===== config.mk =====
export PLATFORM = sky130hd
export DESIGN_NAME = raster_display_top
export DESIGN_NICKNAME = d
export VERILOG_FILES = /design/src/rtl/raster_pkg.sv /design/src/rtl/serial_word_rx.sv /design/src/rtl/cmd_parser_fsm.sv /design/src/rtl/tile_buffer.sv /design/src/rtl/spi_bit_timer.sv /design/src/rtl/display_spi_tx.sv /design/src/rtl/raster_display_top.sv
export SDC_FILE = /design/constraint.sdc
export NUM_CORES = 1
export LEC_CHECK = 0
export ABC_AREA = 1
export BUFFER_PORTS_ARGS = -buffer_cell sky130_fd_sc_hd__buf_2
export CORE_UTILIZATION = 45
export DETAILED_ROUTE_END_ITERATION = 6
export SLEW_MARGIN = 20
export SYNTH_ARGS = -nofsm -noshare
export SYNTH_HDL_FRONTEND = slang
export SYNTH_SLANG_ARGS = --single-unit

===== constraint.sdc =====
create_clock -name clk -period 3.1 [get_ports clk]
set_input_delay 0 -clock clk [delete_from_list [all_inputs] [get_ports clk]]
set_output_delay 0 -clock clk [all_outputs]
set_load 0.02 [all_outputs]

===== src/rtl/raster_pkg.sv =====
/*
 * Raster display shared definitions
 * Host command word layout, opcodes, pixel format and parser states
 */
package raster_pkg;

    localparam int WORD_BITS  = 32;
    localparam int PIXEL_BITS = 16;

    // One host word, opcode in 31..24 and payload in 23..0
    typedef logic [WORD_BITS-1:0] cmd_word_t;

    // RGB565
    typedef logic [PIXEL_BITS-1:0] pixel_t;

    typedef logic [7:0] opcode_t;

    // Pixel count of a write command
    typedef logic [7:0] run_len_t;

    //////////////////////////////
    // Host opcodes
    //////////////////////////////
    localparam opcode_t OP_FILL  = 8'h01;
    localparam opcode_t OP_WRITE = 8'h02;
    localparam opcode_t OP_FLUSH = 8'h03;

    // Display controller memory write command
    localparam logic [7:0] DISP_MEMORY_WRITE = 8'h2C;

    typedef enum logic [1:0] {
        ST_IDLE,
        ST_FILL,
        ST_WRITE,
        ST_FLUSH
    } parser_state_t;

endpackage


===== src/rtl/serial_word_rx.sv =====
/*
 * Host serial word receiver
 * Samples the slave serial link and collects 32-bit words into a
 * one-word holding register, with cts high while that register is empty
 */
module serial_word_rx (
    input  logic                  clk,
    input  logic                  rst_n,
    input  logic                  serial_sck,
    input  logic                  serial_mosi,
    input  logic                  serial_cs,
    output logic                  serial_cts,
    output raster_pkg::cmd_word_t word_data,
    output logic                  word_valid,
    input  logic                  word_ready
);
    import raster_pkg::*;

    logic [1:0] sck_sync;
    logic [1:0] mosi_sync;
    logic [1:0] cs_sync;
    logic       sck_d;
    logic       sck_rise;

    // Shift register holds the first 31 bits, the last one goes straight to the holding reg
    logic [WORD_BITS-2:0] shift_q;
    logic [4:0]           bit_cnt;

    //////////////////////////////
    // Pin synchronisers
    //////////////////////////////
    always_ff @(posedge clk)
    begin
        if (!rst_n)
        begin
            sck_sync  <= 2'b00;
            mosi_sync <= 2'b00;
            cs_sync   <= 2'b11;
            sck_d     <= 1'b0;
        end
        else
        begin
            sck_sync  <= {sck_sync[0], serial_sck};
            mosi_sync <= {mosi_sync[0], serial_mosi};
            cs_sync   <= {cs_sync[0], serial_cs};
            sck_d     <= sck_sync[1];
        end
    end

    assign sck_rise = sck_sync[1] && !sck_d && !cs_sync[1];

    //////////////////////////////
    // Word assembly
    //////////////////////////////
    always_ff @(posedge clk)
    begin
        if (!rst_n)
        begin
            bit_cnt    <= '0;
            word_valid <= 1'b0;
        end
        else
        begin
            if (word_valid && word_ready)
            begin
                word_valid <= 1'b0;
            end
            if (cs_sync[1])
            begin
                // Deselect drops any partial word
                bit_cnt <= '0;
            end
            else if (sck_rise)
            begin
                shift_q <= {shift_q[WORD_BITS-3:0], mosi_sync[1]};
                bit_cnt <= bit_cnt + 1'b1;
                if (bit_cnt == 5'd31)
                begin
                    word_data  <= {shift_q, mosi_sync[1]};
                    word_valid <= 1'b1;
                end
            end
        end
    end

    assign serial_cts = !word_valid;

endmodule


===== src/rtl/cmd_parser_fsm.sv =====
/*
 * Command parser
 * Decodes host words into tile fill, pixel run writes and display flush
 */
module cmd_parser_fsm #(
    parameter int TILE_PIXELS = 32
) (
    input  logic                           clk,
    input  logic                           rst_n,
    input  raster_pkg::cmd_word_t          word_data,
    input  logic                           word_valid,
    output logic                           word_ready,
    output logic                           wr_en,
    output logic [$clog2(TILE_PIXELS)-1:0] wr_addr,
    output raster_pkg::pixel_t             wr_pixel,
    output logic                           flush_start,
    input  logic                           flush_busy
);
    import raster_pkg::*;

    localparam int ADDR_W = $clog2(TILE_PIXELS);

    parser_state_t     state_q;
    parser_state_t     state_d;
    opcode_t           opcode;
    run_len_t          run_len;
    run_len_t          count_q;
    pixel_t            colour_q;
    logic [ADDR_W-1:0] addr_q;
    logic              accept;

    assign accept  = word_valid && word_ready;
    assign opcode  = word_data[31:24];
    assign run_len = word_data[23:16];

    //////////////////////////////
    // Next state
    //////////////////////////////
    always_comb
    begin
        state_d = state_q;
        case (state_q)
            ST_IDLE:
            begin
                if (accept)
                begin
                    if (opcode == OP_FILL)
                        state_d = ST_FILL;
                    else if (opcode == OP_WRITE && run_len != '0)
                        state_d = ST_WRITE;
                    else if (opcode == OP_FLUSH)
                        state_d = ST_FLUSH;
                end
            end
            ST_FILL:
            begin
                if (addr_q == ADDR_W'(TILE_PIXELS - 1))
                    state_d = ST_IDLE;
            end
            ST_WRITE:
            begin
                if (accept && count_q == run_len_t'(1))
                    state_d = ST_IDLE;
            end
            ST_FLUSH:
            begin
                if (!flush_busy)
                    state_d = ST_IDLE;
            end
            default: state_d = ST_IDLE;
        endcase
    end

    always_ff @(posedge clk)
    begin
        if (!rst_n)
        begin
            state_q    <= ST_IDLE;
            word_ready <= 1'b0;
            addr_q     <= '0;
            count_q    <= '0;
        end
        else
        begin
            state_q    <= state_d;
            // Ready registered from the next state so it is low during reset
            word_ready <= (state_d == ST_IDLE) || (state_d == ST_WRITE);
            if (state_q == ST_IDLE && accept)
            begin
                addr_q  <= (opcode == OP_WRITE) ? word_data[ADDR_W-1:0] : '0;
                count_q <= run_len;
            end
            else if (wr_en)
            begin
                // Wraps modulo the tile size
                addr_q  <= addr_q + 1'b1;
                count_q <= count_q - 1'b1;
            end
        end
    end

    // Fill colour
    always_ff @(posedge clk)
    begin
        if (state_q == ST_IDLE && accept && opcode == OP_FILL)
            colour_q <= word_data[PIXEL_BITS-1:0];
    end

    assign wr_en       = (state_q == ST_FILL) || (state_q == ST_WRITE && accept);
    assign wr_addr     = addr_q;
    assign wr_pixel    = (state_q == ST_FILL) ? colour_q : word_data[PIXEL_BITS-1:0];
    assign flush_start = (state_q == ST_IDLE) && accept && (opcode == OP_FLUSH);

endmodule


===== src/rtl/tile_buffer.sv =====
/*
 * Tile pixel memory
 * Single write port, plus a flush reader streaming every pixel in order
 */
module tile_buffer #(
    parameter int TILE_PIXELS = 32
) (
    input  logic                           clk,
    input  logic                           rst_n,
    input  logic                           wr_en,
    input  logic [$clog2(TILE_PIXELS)-1:0] wr_addr,
    input  raster_pkg::pixel_t             wr_pixel,
    input  logic                           flush_start,
    output logic                           flush_busy,
    output raster_pkg::pixel_t             pix_data,
    output logic                           pix_valid,
    input  logic                           pix_ready,
    output logic                           pix_last
);
    import raster_pkg::*;

    localparam int                ADDR_W    = $clog2(TILE_PIXELS);
    localparam logic [ADDR_W-1:0] LAST_ADDR = ADDR_W'(TILE_PIXELS - 1);

    pixel_t            mem [TILE_PIXELS];
    logic [ADDR_W-1:0] rd_addr;
    logic              reading;
    logic              load;

    // Fetch only when the output register is free or draining
    assign load = reading && (!pix_valid || pix_ready);

    always_ff @(posedge clk)
    begin
        if (wr_en)
            mem[wr_addr] <= wr_pixel;
        if (load)
            pix_data <= mem[rd_addr];
    end

    always_ff @(posedge clk)
    begin
        if (!rst_n)
        begin
            reading    <= 1'b0;
            rd_addr    <= '0;
            pix_valid  <= 1'b0;
            pix_last   <= 1'b0;
            flush_busy <= 1'b0;
        end
        else
        begin
            if (flush_start)
            begin
                reading    <= 1'b1;
                rd_addr    <= '0;
                flush_busy <= 1'b1;
            end
            else if (load)
            begin
                rd_addr <= rd_addr + 1'b1;
                if (rd_addr == LAST_ADDR)
                    reading <= 1'b0;
            end

            if (load)
            begin
                pix_valid <= 1'b1;
                pix_last  <= (rd_addr == LAST_ADDR);
            end
            else if (pix_ready)
            begin
                pix_valid <= 1'b0;
            end

            // Frame ends once the transmitter takes the last pixel
            if (pix_valid && pix_ready && pix_last)
                flush_busy <= 1'b0;
        end
    end

endmodule


===== src/rtl/spi_bit_timer.sv =====
/*
 * SPI bit timer
 * Paces the SPI clock phases and counts the bits of one byte or pixel
 */
module spi_bit_timer #(
    parameter int CLOCK_DIV = 2
) (
    input  logic       clk,
    input  logic       rst_n,
    input  logic       start,
    input  logic [4:0] bit_count_total,
    output logic       sck_rise,
    output logic       sck_fall,
    output logic       word_done
);
    localparam int DIV_W = $clog2(CLOCK_DIV + 1);

    logic             running;
    logic             phase;
    logic [DIV_W-1:0] div_cnt;
    logic [4:0]       bit_cnt;
    logic             tick;

    assign tick      = running && (div_cnt == DIV_W'(CLOCK_DIV - 1));
    assign sck_rise  = tick && !phase;
    assign sck_fall  = tick && phase;
    // The fall that follows the last rise closes the word
    assign word_done = sck_fall && (bit_cnt == bit_count_total);

    always_ff @(posedge clk)
    begin
        if (!rst_n)
        begin
            running <= 1'b0;
            phase   <= 1'b0;
            div_cnt <= '0;
            bit_cnt <= '0;
        end
        else if (start)
        begin
            running <= 1'b1;
            phase   <= 1'b0;
            div_cnt <= '0;
            bit_cnt <= '0;
        end
        else if (tick)
        begin
            div_cnt <= '0;
            phase   <= !phase;
            if (!phase)
                bit_cnt <= bit_cnt + 1'b1;
            if (word_done)
                running <= 1'b0;
        end
        else if (running)
        begin
            div_cnt <= div_cnt + 1'b1;
        end
    end

endmodule


===== src/rtl/display_spi_tx.sv =====
/*
 * Display SPI transmitter
 * Mode 0 shifter sending the memory write command, then the pixel stream
 */
module display_spi_tx #(
    parameter int CLOCK_DIV = 2
) (
    input  logic               clk,
    input  logic               rst_n,
    input  raster_pkg::pixel_t pix_data,
    input  logic               pix_valid,
    output logic               pix_ready,
    input  logic               pix_last,
    output logic               display_sck,
    output logic               display_mosi,
    output logic               display_cs,
    output logic               display_dc
);
    import raster_pkg::*;

    typedef enum logic [2:0] {
        TX_IDLE,
        TX_SELECT,
        TX_CMD,
        TX_LOAD,
        TX_PIXEL,
        TX_RELEASE
    } tx_state_t;

    tx_state_t  state_q;
    pixel_t     shift_q;
    logic       last_q;
    logic       start;
    logic [4:0] bit_count_total;
    logic       sck_rise;
    logic       sck_fall;
    logic       word_done;

    assign pix_ready       = (state_q == TX_LOAD);
    assign start           = (state_q == TX_SELECT) || (pix_ready && pix_valid);
    assign bit_count_total = (state_q == TX_CMD || state_q == TX_SELECT) ? 5'd8 : 5'd16;
    assign display_mosi    = shift_q[PIXEL_BITS-1];

    spi_bit_timer #(
        .CLOCK_DIV(CLOCK_DIV)
    ) spi_bit_timer_inst (
        .clk(clk),
        .rst_n(rst_n),
        .start(start),
        .bit_count_total(bit_count_total),
        .sck_rise(sck_rise),
        .sck_fall(sck_fall),
        .word_done(word_done)
    );

    always_ff @(posedge clk)
    begin
        if (!rst_n)
        begin
            state_q     <= TX_IDLE;
            shift_q     <= '0;
            last_q      <= 1'b0;
            display_sck <= 1'b0;
            display_cs  <= 1'b1;
            display_dc  <= 1'b1;
        end
        else
        begin
            if (sck_rise)
                display_sck <= 1'b1;
            if (sck_fall)
                display_sck <= 1'b0;

            case (state_q)
                TX_IDLE:
                begin
                    // First pixel of a frame selects the display
                    if (pix_valid)
                    begin
                        display_cs <= 1'b0;
                        state_q    <= TX_SELECT;
                    end
                end
                TX_SELECT:
                begin
                    shift_q    <= {DISP_MEMORY_WRITE, 8'h00};
                    display_dc <= 1'b0;
                    state_q    <= TX_CMD;
                end
                TX_LOAD:
                begin
                    if (pix_valid)
                    begin
                        shift_q    <= pix_data;
                        last_q     <= pix_last;
                        display_dc <= 1'b1;
                        state_q    <= TX_PIXEL;
                    end
                end
                TX_CMD, TX_PIXEL:
                begin
                    if (word_done)
                        state_q <= (state_q == TX_PIXEL && last_q) ? TX_RELEASE : TX_LOAD;
                    else if (sck_fall)
                        shift_q <= {shift_q[PIXEL_BITS-2:0], 1'b0};
                end
                TX_RELEASE:
                begin
                    display_cs <= 1'b1;
                    display_dc <= 1'b1;
                    state_q    <= TX_IDLE;
                end
                default: state_q <= TX_IDLE;
            endcase
        end
    end

endmodule


===== src/rtl/raster_display_top.sv =====
/*
 * Raster display path top level
 * Host serial link to command parser, tile buffer and SPI display
 */
module raster_display_top #(
    parameter int TILE_PIXELS = 32,
    parameter int CLOCK_DIV   = 2
) (
    input  logic clk,
    input  logic rst_n,
    input  logic serial_sck,
    input  logic serial_mosi,
    input  logic serial_cs,
    output logic serial_cts,
    output logic display_sck,
    output logic display_mosi,
    output logic display_cs,
    output logic display_dc
);
    import raster_pkg::*;

    localparam int ADDR_W = $clog2(TILE_PIXELS);

    // Host words
    cmd_word_t word_data;
    logic      word_valid;
    logic      word_ready;

    // Tile write port and flush control
    logic              wr_en;
    logic [ADDR_W-1:0] wr_addr;
    pixel_t            wr_pixel;
    logic              flush_start;
    logic              flush_busy;

    // Pixel stream
    pixel_t pix_data;
    logic   pix_valid;
    logic   pix_ready;
    logic   pix_last;

    serial_word_rx serial_word_rx_inst (
        .clk(clk),
        .rst_n(rst_n),
        .serial_sck(serial_sck),
        .serial_mosi(serial_mosi),
        .serial_cs(serial_cs),
        .serial_cts(serial_cts),
        .word_data(word_data),
        .word_valid(word_valid),
        .word_ready(word_ready)
    );

    cmd_parser_fsm #(
        .TILE_PIXELS(TILE_PIXELS)
    ) cmd_parser_fsm_inst (
        .clk(clk),
        .rst_n(rst_n),
        .word_data(word_data),
        .word_valid(word_valid),
        .word_ready(word_ready),
        .wr_en(wr_en),
        .wr_addr(wr_addr),
        .wr_pixel(wr_pixel),
        .flush_start(flush_start),
        .flush_busy(flush_busy)
    );

    tile_buffer #(
        .TILE_PIXELS(TILE_PIXELS)
    ) tile_buffer_inst (
        .clk(clk),
        .rst_n(rst_n),
        .wr_en(wr_en),
        .wr_addr(wr_addr),
        .wr_pixel(wr_pixel),
        .flush_start(flush_start),
        .flush_busy(flush_busy),
        .pix_data(pix_data),
        .pix_valid(pix_valid),
        .pix_ready(pix_ready),
        .pix_last(pix_last)
    );

    display_spi_tx #(
        .CLOCK_DIV(CLOCK_DIV)
    ) display_spi_tx_inst (
        .clk(clk),
        .rst_n(rst_n),
        .pix_data(pix_data),
        .pix_valid(pix_valid),
        .pix_ready(pix_ready),
        .pix_last(pix_last),
        .display_sck(display_sck),
        .display_mosi(display_mosi),
        .display_cs(display_cs),
        .display_dc(display_dc)
    );

endmodule


==> results of run 1 <==
[cells by family (layout without fill, tap and decap cells)]
kind of cell	count (synthesis)	in the layout	share of synthesized area [%]
simple gates	1230	1230	19.29
fa+ha+maj	14	14	0.6434
xor+xnor	7	7	0.2252
compound gates	202	202	4.210
buf+inv	237	339	3.488
flops	677	677	72.10
mux	1	1	0.03677
[final cells by class]
type	count	area, sq um
Fill cell	5049	28650
Sequential cell	677	19640
Multi-Input combinational cell	1454	6653
Clock buffer	95	1952
Tap cell	773	967.2
Timing Repair Buffer	97	783.3
Inverter	113	439.2
Clock inverter	34	272.8
[worst min-delay path by stage]
stage                     start  slack [ns]                                     endpoint  depth (start not counted)
finish                serial_cs        0.14    serial_word_rx_inst.cs_sync[0]$_SDFF_PN1_                          3
global route          serial_cs        0.12    serial_word_rx_inst.cs_sync[0]$_SDFF_PN1_                          3
CTS                   serial_cs        0.08    serial_word_rx_inst.cs_sync[0]$_SDFF_PN1_                          3
detailed placement    serial_cs        0.19    serial_word_rx_inst.cs_sync[0]$_SDFF_PN1_                          2
global placement     serial_sck        0.19   serial_word_rx_inst.sck_sync[0]$_SDFF_PN0_                          3
floorplan           serial_mosi         0.1  serial_word_rx_inst.mosi_sync[0]$_SDFF_PN0_                          2
[worst max-delay path: stages (launching register included)]
cell and delay [ns]:
dfxtp_1 0.43, inv_1 0.12, nor2_4 0.13, inv_4 0.11
o21ai_4 0.22, inv_4 0.12, nor2_4 0.26, nand2_4 0.16
nor2_1 0.35, buf_4 0.28
[power by group through the flow]
stage	registers, mW	logic (mW)	clock network (mW)
finish	9.80	0.0388	8.12
global route	9.79	0.0421	8.64
CTS	9.80	0.0386	8.29
detailed placement	9.99	0.0330	0
global placement	9.99	0.0315	0
floorplan	9.99	0.0206	0
[layout by cell type (no fill, tap or decap), drive strengths merged, types with 2 or more instances in the layout]
| master | n |
|---|---|
| clkbuf | 95 |
| bufinv | 3 |
| o21a | 2 |
| nand4 | 34 |
| xor2 | 4 |
| buf | 91 |
| a211oi | 2 |
| o31ai | 16 |
| dfxtp | 70 |
| xnor2 | 3 |
| edfxtp | 607 |
| nor2 | 130 |
| o21ai | 45 |
| nor3b | 4 |
| nand3b | 17 |
| nand2 | 737 |
| a31oi | 9 |
| clkinv | 27 |
| a22oi | 12 |
| a21oi | 108 |
| clkinvlp | 3 |
| inv | 114 |
| ha | 14 |
| or2 | 4 |
| nand3 | 295 |
| nor3 | 8 |
| o211ai | 6 |
| dlygate4sd3 | 6 |
[layer usage]
metal / up-vias / part of all wire (%) / GRT usage, %
li1: 8315 / - / -
met1: 8602 / 43 / 29.99
met2: 601 / 47 / 34.70
met3: 117 / 7.0 / 3.731
met4: 0 / 3.1 / 8.318
met5: - / 0 / 0
[stage by stage]
stage	hold WS [ns]	utilization (%)	power (mW)
after global routing	0.1192	51.73	18.47
final	0.1429	51.73	17.96
after global placement	0.1864	47.88	10.02
after detailed placement	0.1931	47.88	10.02
after floorplan	0.09763	-	10.01
after CTS	0.08076	51.73	18.12
[registers in the layout, summed over array words and instances, names as in the netlist, 2 cells and up, named ones only]
signal                                          cells
cmd_parser_fsm_inst.colour_q                       16
cmd_parser_fsm_inst.count_q                         8
cmd_parser_fsm_inst.wr_addr                         5
display_spi_tx_inst.shift_q                        16
display_spi_tx_inst.spi_bit_timer_inst.bit_cnt      5
display_spi_tx_inst.spi_bit_timer_inst.div_cnt      2
display_spi_tx_inst.state_q                         3
serial_word_rx_inst.bit_cnt                         5
serial_word_rx_inst.cs_sync                         2
serial_word_rx_inst.mosi_sync                       2
serial_word_rx_inst.sck_sync                        2
serial_word_rx_inst.shift_q                        31
serial_word_rx_inst.word_data                      32
tile_buffer_inst.mem                              512
tile_buffer_inst.pix_data                          16
tile_buffer_inst.rd_addr                            5
==> impl_results.md, run 1 <==
* Status: finished, final reports clean
* Finished Layout Cells at approximately 3200
* IO buf count at 9
* Worst-skew pair later-pin latency at 0.61 ns
* Final Hold Fails at 0
* H-tree depth at 3
* P_sw at 3.454 mW
* Crit path to: tile_buffer_inst.mem[10][2]$_DFFE_PP_
* Final min period at 2.498 ns
* Io pins at 10
* Fin Setup TNS at 0 ns
* Post-Syn Nets at 2387
* Layout cells sized above 1 at 8.826%
* Area Overhead vs Synth at 12.78%
* Largest net degree at the start of global routing at approximately 140
* Post-synth EDFFs at 607
* Max FO, Critical Path at 19
* Crit path DAT at about 2.8 ns
* R2R Setup Slk at 0.60 ns
* Max-Cap Viols at 0
* Worst R2R Start: cmd_parser_fsm_inst.state_q[0]$_SDFF_PN0_
* Synth Cell Area at 0.02722 sq mm
* Vias/cell at 5.438
* Relative slew slack at 39.12%
* Ys Warns at 0
* Total grt overflow at 0
* Synth top cells by count: 730 x nand2_1, 607 x edfxtp_1, 292 x nand3_1, 126 x nor2_1, 107 x a21oi_1
* CP startpoint: cmd_parser_fsm_inst.state_q[0]$_SDFF_PN0_
* Crit Path Category: reg -> reg
* Unrepaired setup endpoints after global routing: no
* WL final at ~66 mm
* CP Launch Type: flip-flop
* Routed via count at 17640
* Routed len/inst at 20.30 um
* Clk sinks at 677
* Clock buffer depth at 3
* Final Max Tran Viols at 0
* VDD IR max at around 0.35 mV
* Residual DRC count at 0
* Initial antenna violation count at 4
* CP endpoint kind: flip-flop
* Routability cong. at 0.8718
* Syn Area/Cell at 11.50 sq um
* Tot GR Track Use at between 20 and 25%
* Final worst setup slack at 0.6022 ns
* DR pass1 iterations at 5
* DIE AREA at 0.06148 sq mm
* Die W at between 200 and 250 um
* # setup viols final at 0
* Worst-path clk slew at about 0.070 ns
* Top FF cell, synth: edfxtp_1
* Post-CTS sizing at 0
* First-pass GRT wire length at 100.8 mm
* Nets at 2434
* Achievable Freq at around 400 MHz
* Worst Path Required at 3.40 ns
* Setup bufs post-CTS at 0
* Synth area leader: edfxtp_1
* Core footprint at 0.05935 sq mm
* Placement Rows at 89
* Ant. Diodes at 0
* Post-CTS Hold Buffers at 6
* Flop pwr share at a little over half
* Sw Share at approximately a fifth
* Combinational share of power at 0.2%
* Fin area at 0.03070 sq mm
* Placed wire-length estimate at 38.22 mm
* Fin crit share at 80.57%
* CTS Root Cell: clkbuf_16
* PwrDens at between 500 and 600 mW/mm^2
* Placed insts at 3108
* Dpl cell area at 0.02842 sq mm
* Share of the synthesized area in the top cell type at 66.95%
* Clk pwr share at 45.2%
* Synth cell types at 43
* DP Worst Slack at around 0.62 ns
* TritonCTS clock tree: yes
* Most numerous cell in the Yosys netlist: nand2_1
* Synth top area cells: edfxtp_1 67%, nand2_1 10%, nand3_1 5.4%
* Number of global-route vias before repair at 17190
* CTS buffer count at around 70
* Hold Crit Class: in -> reg
* Lkg Pwr at 11.09 nW
* Worst Reg-to-Reg Cells at 9
* Reg2Reg Capture Point: tile_buffer_inst.mem[10][2]$_DFFE_PP_
* #FFs+latches synth at slightly below 700
* Setup Skew at just over 0.03 ns
* Drt initial violations at between 1500 and 2000
* Asr flop ratio synth at 0%
* Pint at 14.51 mW
* Die H at around 250 um
* Post-Synthesis Cells at between 2000 and 2500
* Initial cell density of the core at 45.87%
* Register area share after synthesis at 72.10%
* Worst-margin pin slew at 0.9133 ns
* Post-DRT Antenna Nets at 0
Note: power is estimated with default switching activity, not from simulation.
==> run 2, diff against run 1 <==
--- a/config.mk
+++ b/config.mk
@@ -5,7 +5,7 @@
 export SDC_FILE = /design/constraint.sdc
 export NUM_CORES = 1
 export LEC_CHECK = 0
-export ABC_AREA = 1
+export ABC_AREA = 0
 export BUFFER_PORTS_ARGS = -buffer_cell sky130_fd_sc_hd__buf_2
 export CORE_UTILIZATION = 45
 export DETAILED_ROUTE_END_ITERATION = 6
==> constraint.sdc (replaced) <==
create_clock -name clk -period 2.5 [get_ports clk]
set_input_delay 0 -clock clk [delete_from_list [all_inputs] [get_ports clk]]
set_output_delay 0 -clock clk [all_outputs]
set_load 0.02 [all_outputs]
==> run 2 against run 1 <==
  * Worst hold slack improved by 0.048 ns
  * Total power rose by 27%
  * Via count fell by 22%
  * Routed wire length fell by 10%
  * Clock power rose by 31%
  * Area after synthesis fell by 3.4%
  * Clock-buffer cell count fell by 1
  * Final area fell by 1.9%
  * Sequential share of layout area rose by 1.2 points
  * Global-route usage fell by 1.5 points
  * Setup slack got worse by 0.56 ns
  * Flip-flop and latch count did not move
  * Critical path type unchanged
  * Critical endpoint is now tile_buffer_inst.pix_data[7]$_DFFE_PP_
  * Largest power group unchanged
  * Highest routed layer unchanged
==> impl_results.md, run 2 <==
* Placement Rows at 88 (-1.1%)
* Largest net degree at the start of global routing at 58 (-58%)
* Vias/cell at 5.682 (+4.5%)
* Total grt overflow at 0 (unchanged)
* Syn Area/Cell at 17.48 sq um (+52%)
* Fin area at 0.03013 sq mm (-1.9%)
* Asr flop ratio synth at 0% (unchanged)
* CP dominant cell by count: buf_4
* Worst-path clk slew at 0.06 ns (about the same)
* Synth cell types at 60 (+40%)
* Post-Synthesis Cells at 1505 (-36%)
* Routed len/inst at 24.55 um (+21%)
* Relative slew slack at 44.52% (+5.4 points)
* TritonCTS clock tree: yes
* WHS at 0.1907 ns (+0.04781 ns)
* CTS buffer count at 70 (-2.8%)
* Placed wire-length estimate at 33.53 mm (-12%)
* Biggest register: tile_buffer_inst.mem
* Final Hold Fails at 0 (unchanged)
* First-pass GRT wire length at 88.26 mm (-12%)
* Initial antenna violation count at 1 (-3)
* DR WL met3 at 3.239 mm (-29%)
* VDD IR max at 0.4153 mV (+18%)
* Worst Hold Launch: serial_mosi
* Max reg flops at 512 (unchanged)
* Setup Skew at 0.02606 ns (-0.004998 ns)
* Lkg Pwr at 9.478 nW (-15%)
* DP Worst Slack at 0.09542 ns (-0.5241 ns)
* DIE AREA at 0.05943 sq mm (-3.3%)
* Routed via count at 13720 (-22%)
* Tot GR Track Use at 20.31% (-1.5 points)
* Largest regs: tile_buffer_inst.mem: 512 flops, serial_word_rx_inst.word_data: 32 flops, serial_word_rx_inst.shift_q: 31 flops
* Clock buffer depth at 3 (unchanged)
* Io pins at 10 (unchanged)
* Post-layout util at 52.21% (+0.48 points)
* IO buf count at 9 (unchanged)
* Ys Warns at 0 (unchanged)
* Clk sinks at 677 (unchanged)
* Commonest cells after routing, fill and taps aside: 607 x edfxtp_1, 177 x mux2i_1, 90 x nor2_1
* Cells along the critical path: buf_12 > buf_4 > buf_4 > mux4_2 > mux2i_1 > o221ai_1
* Share of the synthesized area in the top cell type at 69.29% (+2.3 points)
* Most numerous cell in the Yosys netlist: edfxtp_1
* Die W at 243.8 um (-1.7%)
* Most common cell after layout, fill and taps aside: edfxtp_1
* WL met1 at 26.30 mm (-7.8%)
* Achievable Freq at 407.4 MHz (+1.8%)
* Fill cells at 4595 (-9.0%)
* Register area share after synthesis at 74.61% (+2.5 points)
* DR pass1 iterations at 5 (unchanged)
* DR top layer: met4
* Nets at 1614 (-34%)
* Worst Path Required at 2.80 ns (-0.60 ns)
* Synth Cell Area at 0.02631 sq mm (-3.4%)
* Final min period at 2.454 ns (-0.04346 ns)
* CP endpoint kind: flip-flop
* #FFs+latches synth at 677 (unchanged)
* Final worst setup slack at 0.04568 ns (-0.5565 ns)
* Layout cells sized above 1 at 17.82% (+9.0 points)
* Met2 wire len at 28.04 mm (-8.7%)
* Ant. Diodes at 0 (unchanged)
* Hold Crit Class: in -> reg
* Final Max Tran Viols at 0 (unchanged)
* Finished Layout Cells at 2415 (-26%)
* Crit path DAT at 2.75 ns (-0.05 ns)
* Worst-skew pair later-pin latency at 0.61 ns (about the same)
* Worst-margin pin slew at 0.8313 ns (-0.08194 ns)
* Synth top area cells: edfxtp_1 69%, mux2i_1 6.7%, mux4_2 5.5%
* Crit Path Category: reg -> reg
* Die H at 243.8 um (-1.7%)
* Drt initial violations at 1117 (-33%)
* Worst path slowest cell: dfxtp_4
* Area Overhead vs Synth at 14.51%
* Crit path largest cell delay at 0.41 ns (-0.02 ns)
* Routability cong. at 0.7772 (-11%)
* Synth top cells by count: 607 x edfxtp_1, 177 x mux2i_1, 91 x nor2_1, 80 x nand2_1, 70 x dfxtp_1
* Fin Setup TNS at 0 ns (unchanged)
* CP Launch Type: flip-flop
* Post-synth EDFFs at 607 (unchanged)
* Post-DRT Antenna Nets at 0 (unchanged)
* Worst R2R Start: tile_buffer_inst.rd_addr[1]$_SDFFE_PP0P_
* Placed insts at 2282 (-27%)
* Max-Cap Viols at 0 (unchanged)
* Power, Total at 22.79 mW (+27%)
* CTS Root Cell: clkbuf_16
* Synth area leader: edfxtp_1
* WL final at 59.29 mm (-10%)
* Core footprint at 0.05770 sq mm (-2.8%)
* Max FO, Critical Path at 45 (+26)
* Dpl cell area at 0.02771 sq mm (-2.5%)
* Unrepaired setup endpoints after global routing: no
* H-tree depth at 3 (unchanged)
* # setup viols final at 0 (unchanged)
* Residual DRC count at 0 (unchanged)
* Fin crit share at 98.17% (+18 points)
* Number of global-route vias before repair at 13540 (-21%)
* PwrDens at 756.5 mW/mm^2 (+29%)
* Top FF cell, synth: edfxtp_1
* Post-Syn Nets at 1524 (-36%)
* Status: finished, final reports clean
* CP startpoint: tile_buffer_inst.rd_addr[1]$_SDFFE_PP0P_
* Initial cell density of the core at 45.60% (-0.27 points)
==> run 2: changes by cell type after synthesis, sizes merged, moves of 38 or more <==
cell,change
nand2,-656
mux2i,+176
a21oi,-60
nor2,-39
a22o,+38
mux4,+64
inv,-97
nand3,-286
==> run 2: timing repair <==
| action | CTS | global route |
|---|---|---|
| hold buffers | 6 | 0 |
| buffers inserted | 0 | 0 |
| gates resized for setup | 0 | 0 |
| hold endpoints to repair | 16 | 0 |
==> run 2: cell families (layout without fill, tap and decap cells) <==
logic type	count (synthesis)	after routing	share of synthesized area (%)
fa+ha+maj	14	14	0.6658
mux	257	257	12.90
simple gates	254	254	4.513
buf+inv	94	239	1.584
compound gates	194	194	5.227
xor+xnor	15	15	0.4994
flops	677	677	74.61
==> run 2: path summary, 6_finish.rpt <==
check | depth (start not counted) | slack, ns | endpoint
max | 6 | 0.05 | tile_buffer_inst.pix_data[7]$_DFFE_PP_
min | 3 | 0.19 | serial_word_rx_inst.mosi_sync[0]$_SDFF_PN0_
max reg2reg | 6 | 0.05 | tile_buffer_inst.pix_data[7]$_DFFE_PP_
min reg2reg | 0 | 0.43 | serial_word_rx_inst.word_data[31]$_DFFE_PP_
==> run 2: where the power goes <==
group / switching (mW) / internal [mW]
clock network: 4.24 / 6.34
logic: 0.0359 / 0.0204
registers: 0.00726 / 12.1
total: 4.28 / 18.5
==> run 2: cell type report <==
cell class | count | area [sq um] | share of cell area, %
multi-input combinational | 734 | 6270 | 20.81
tap | 765 | 957.2 | 3.177
timing repair buffer | 98 | 853.3 | 2.833
clock buffer | 94 | 1989 | 6.604
clock inverter | 33 | 365.4 | 1.213
inverter | 14 | 52.55 | 0.1744
sequential | 677 | 19640 | 65.19
==> run 2: critical path, delay by kind of cell (launching register included) <==
family          cells  cell delay [ns]
compound gates      1             0.22
buf+inv             3             0.81
flops               1             0.41
mux                 2             0.67
==> run 2: layer usage <==
layer / track usage, % / vias to the layer above
li1: - / 6127
met1: 28.55 / 7080
met2: 31.92 / 419
met3: 3.668 / 95
met4: 7.022 / 0
met5: 0 / -
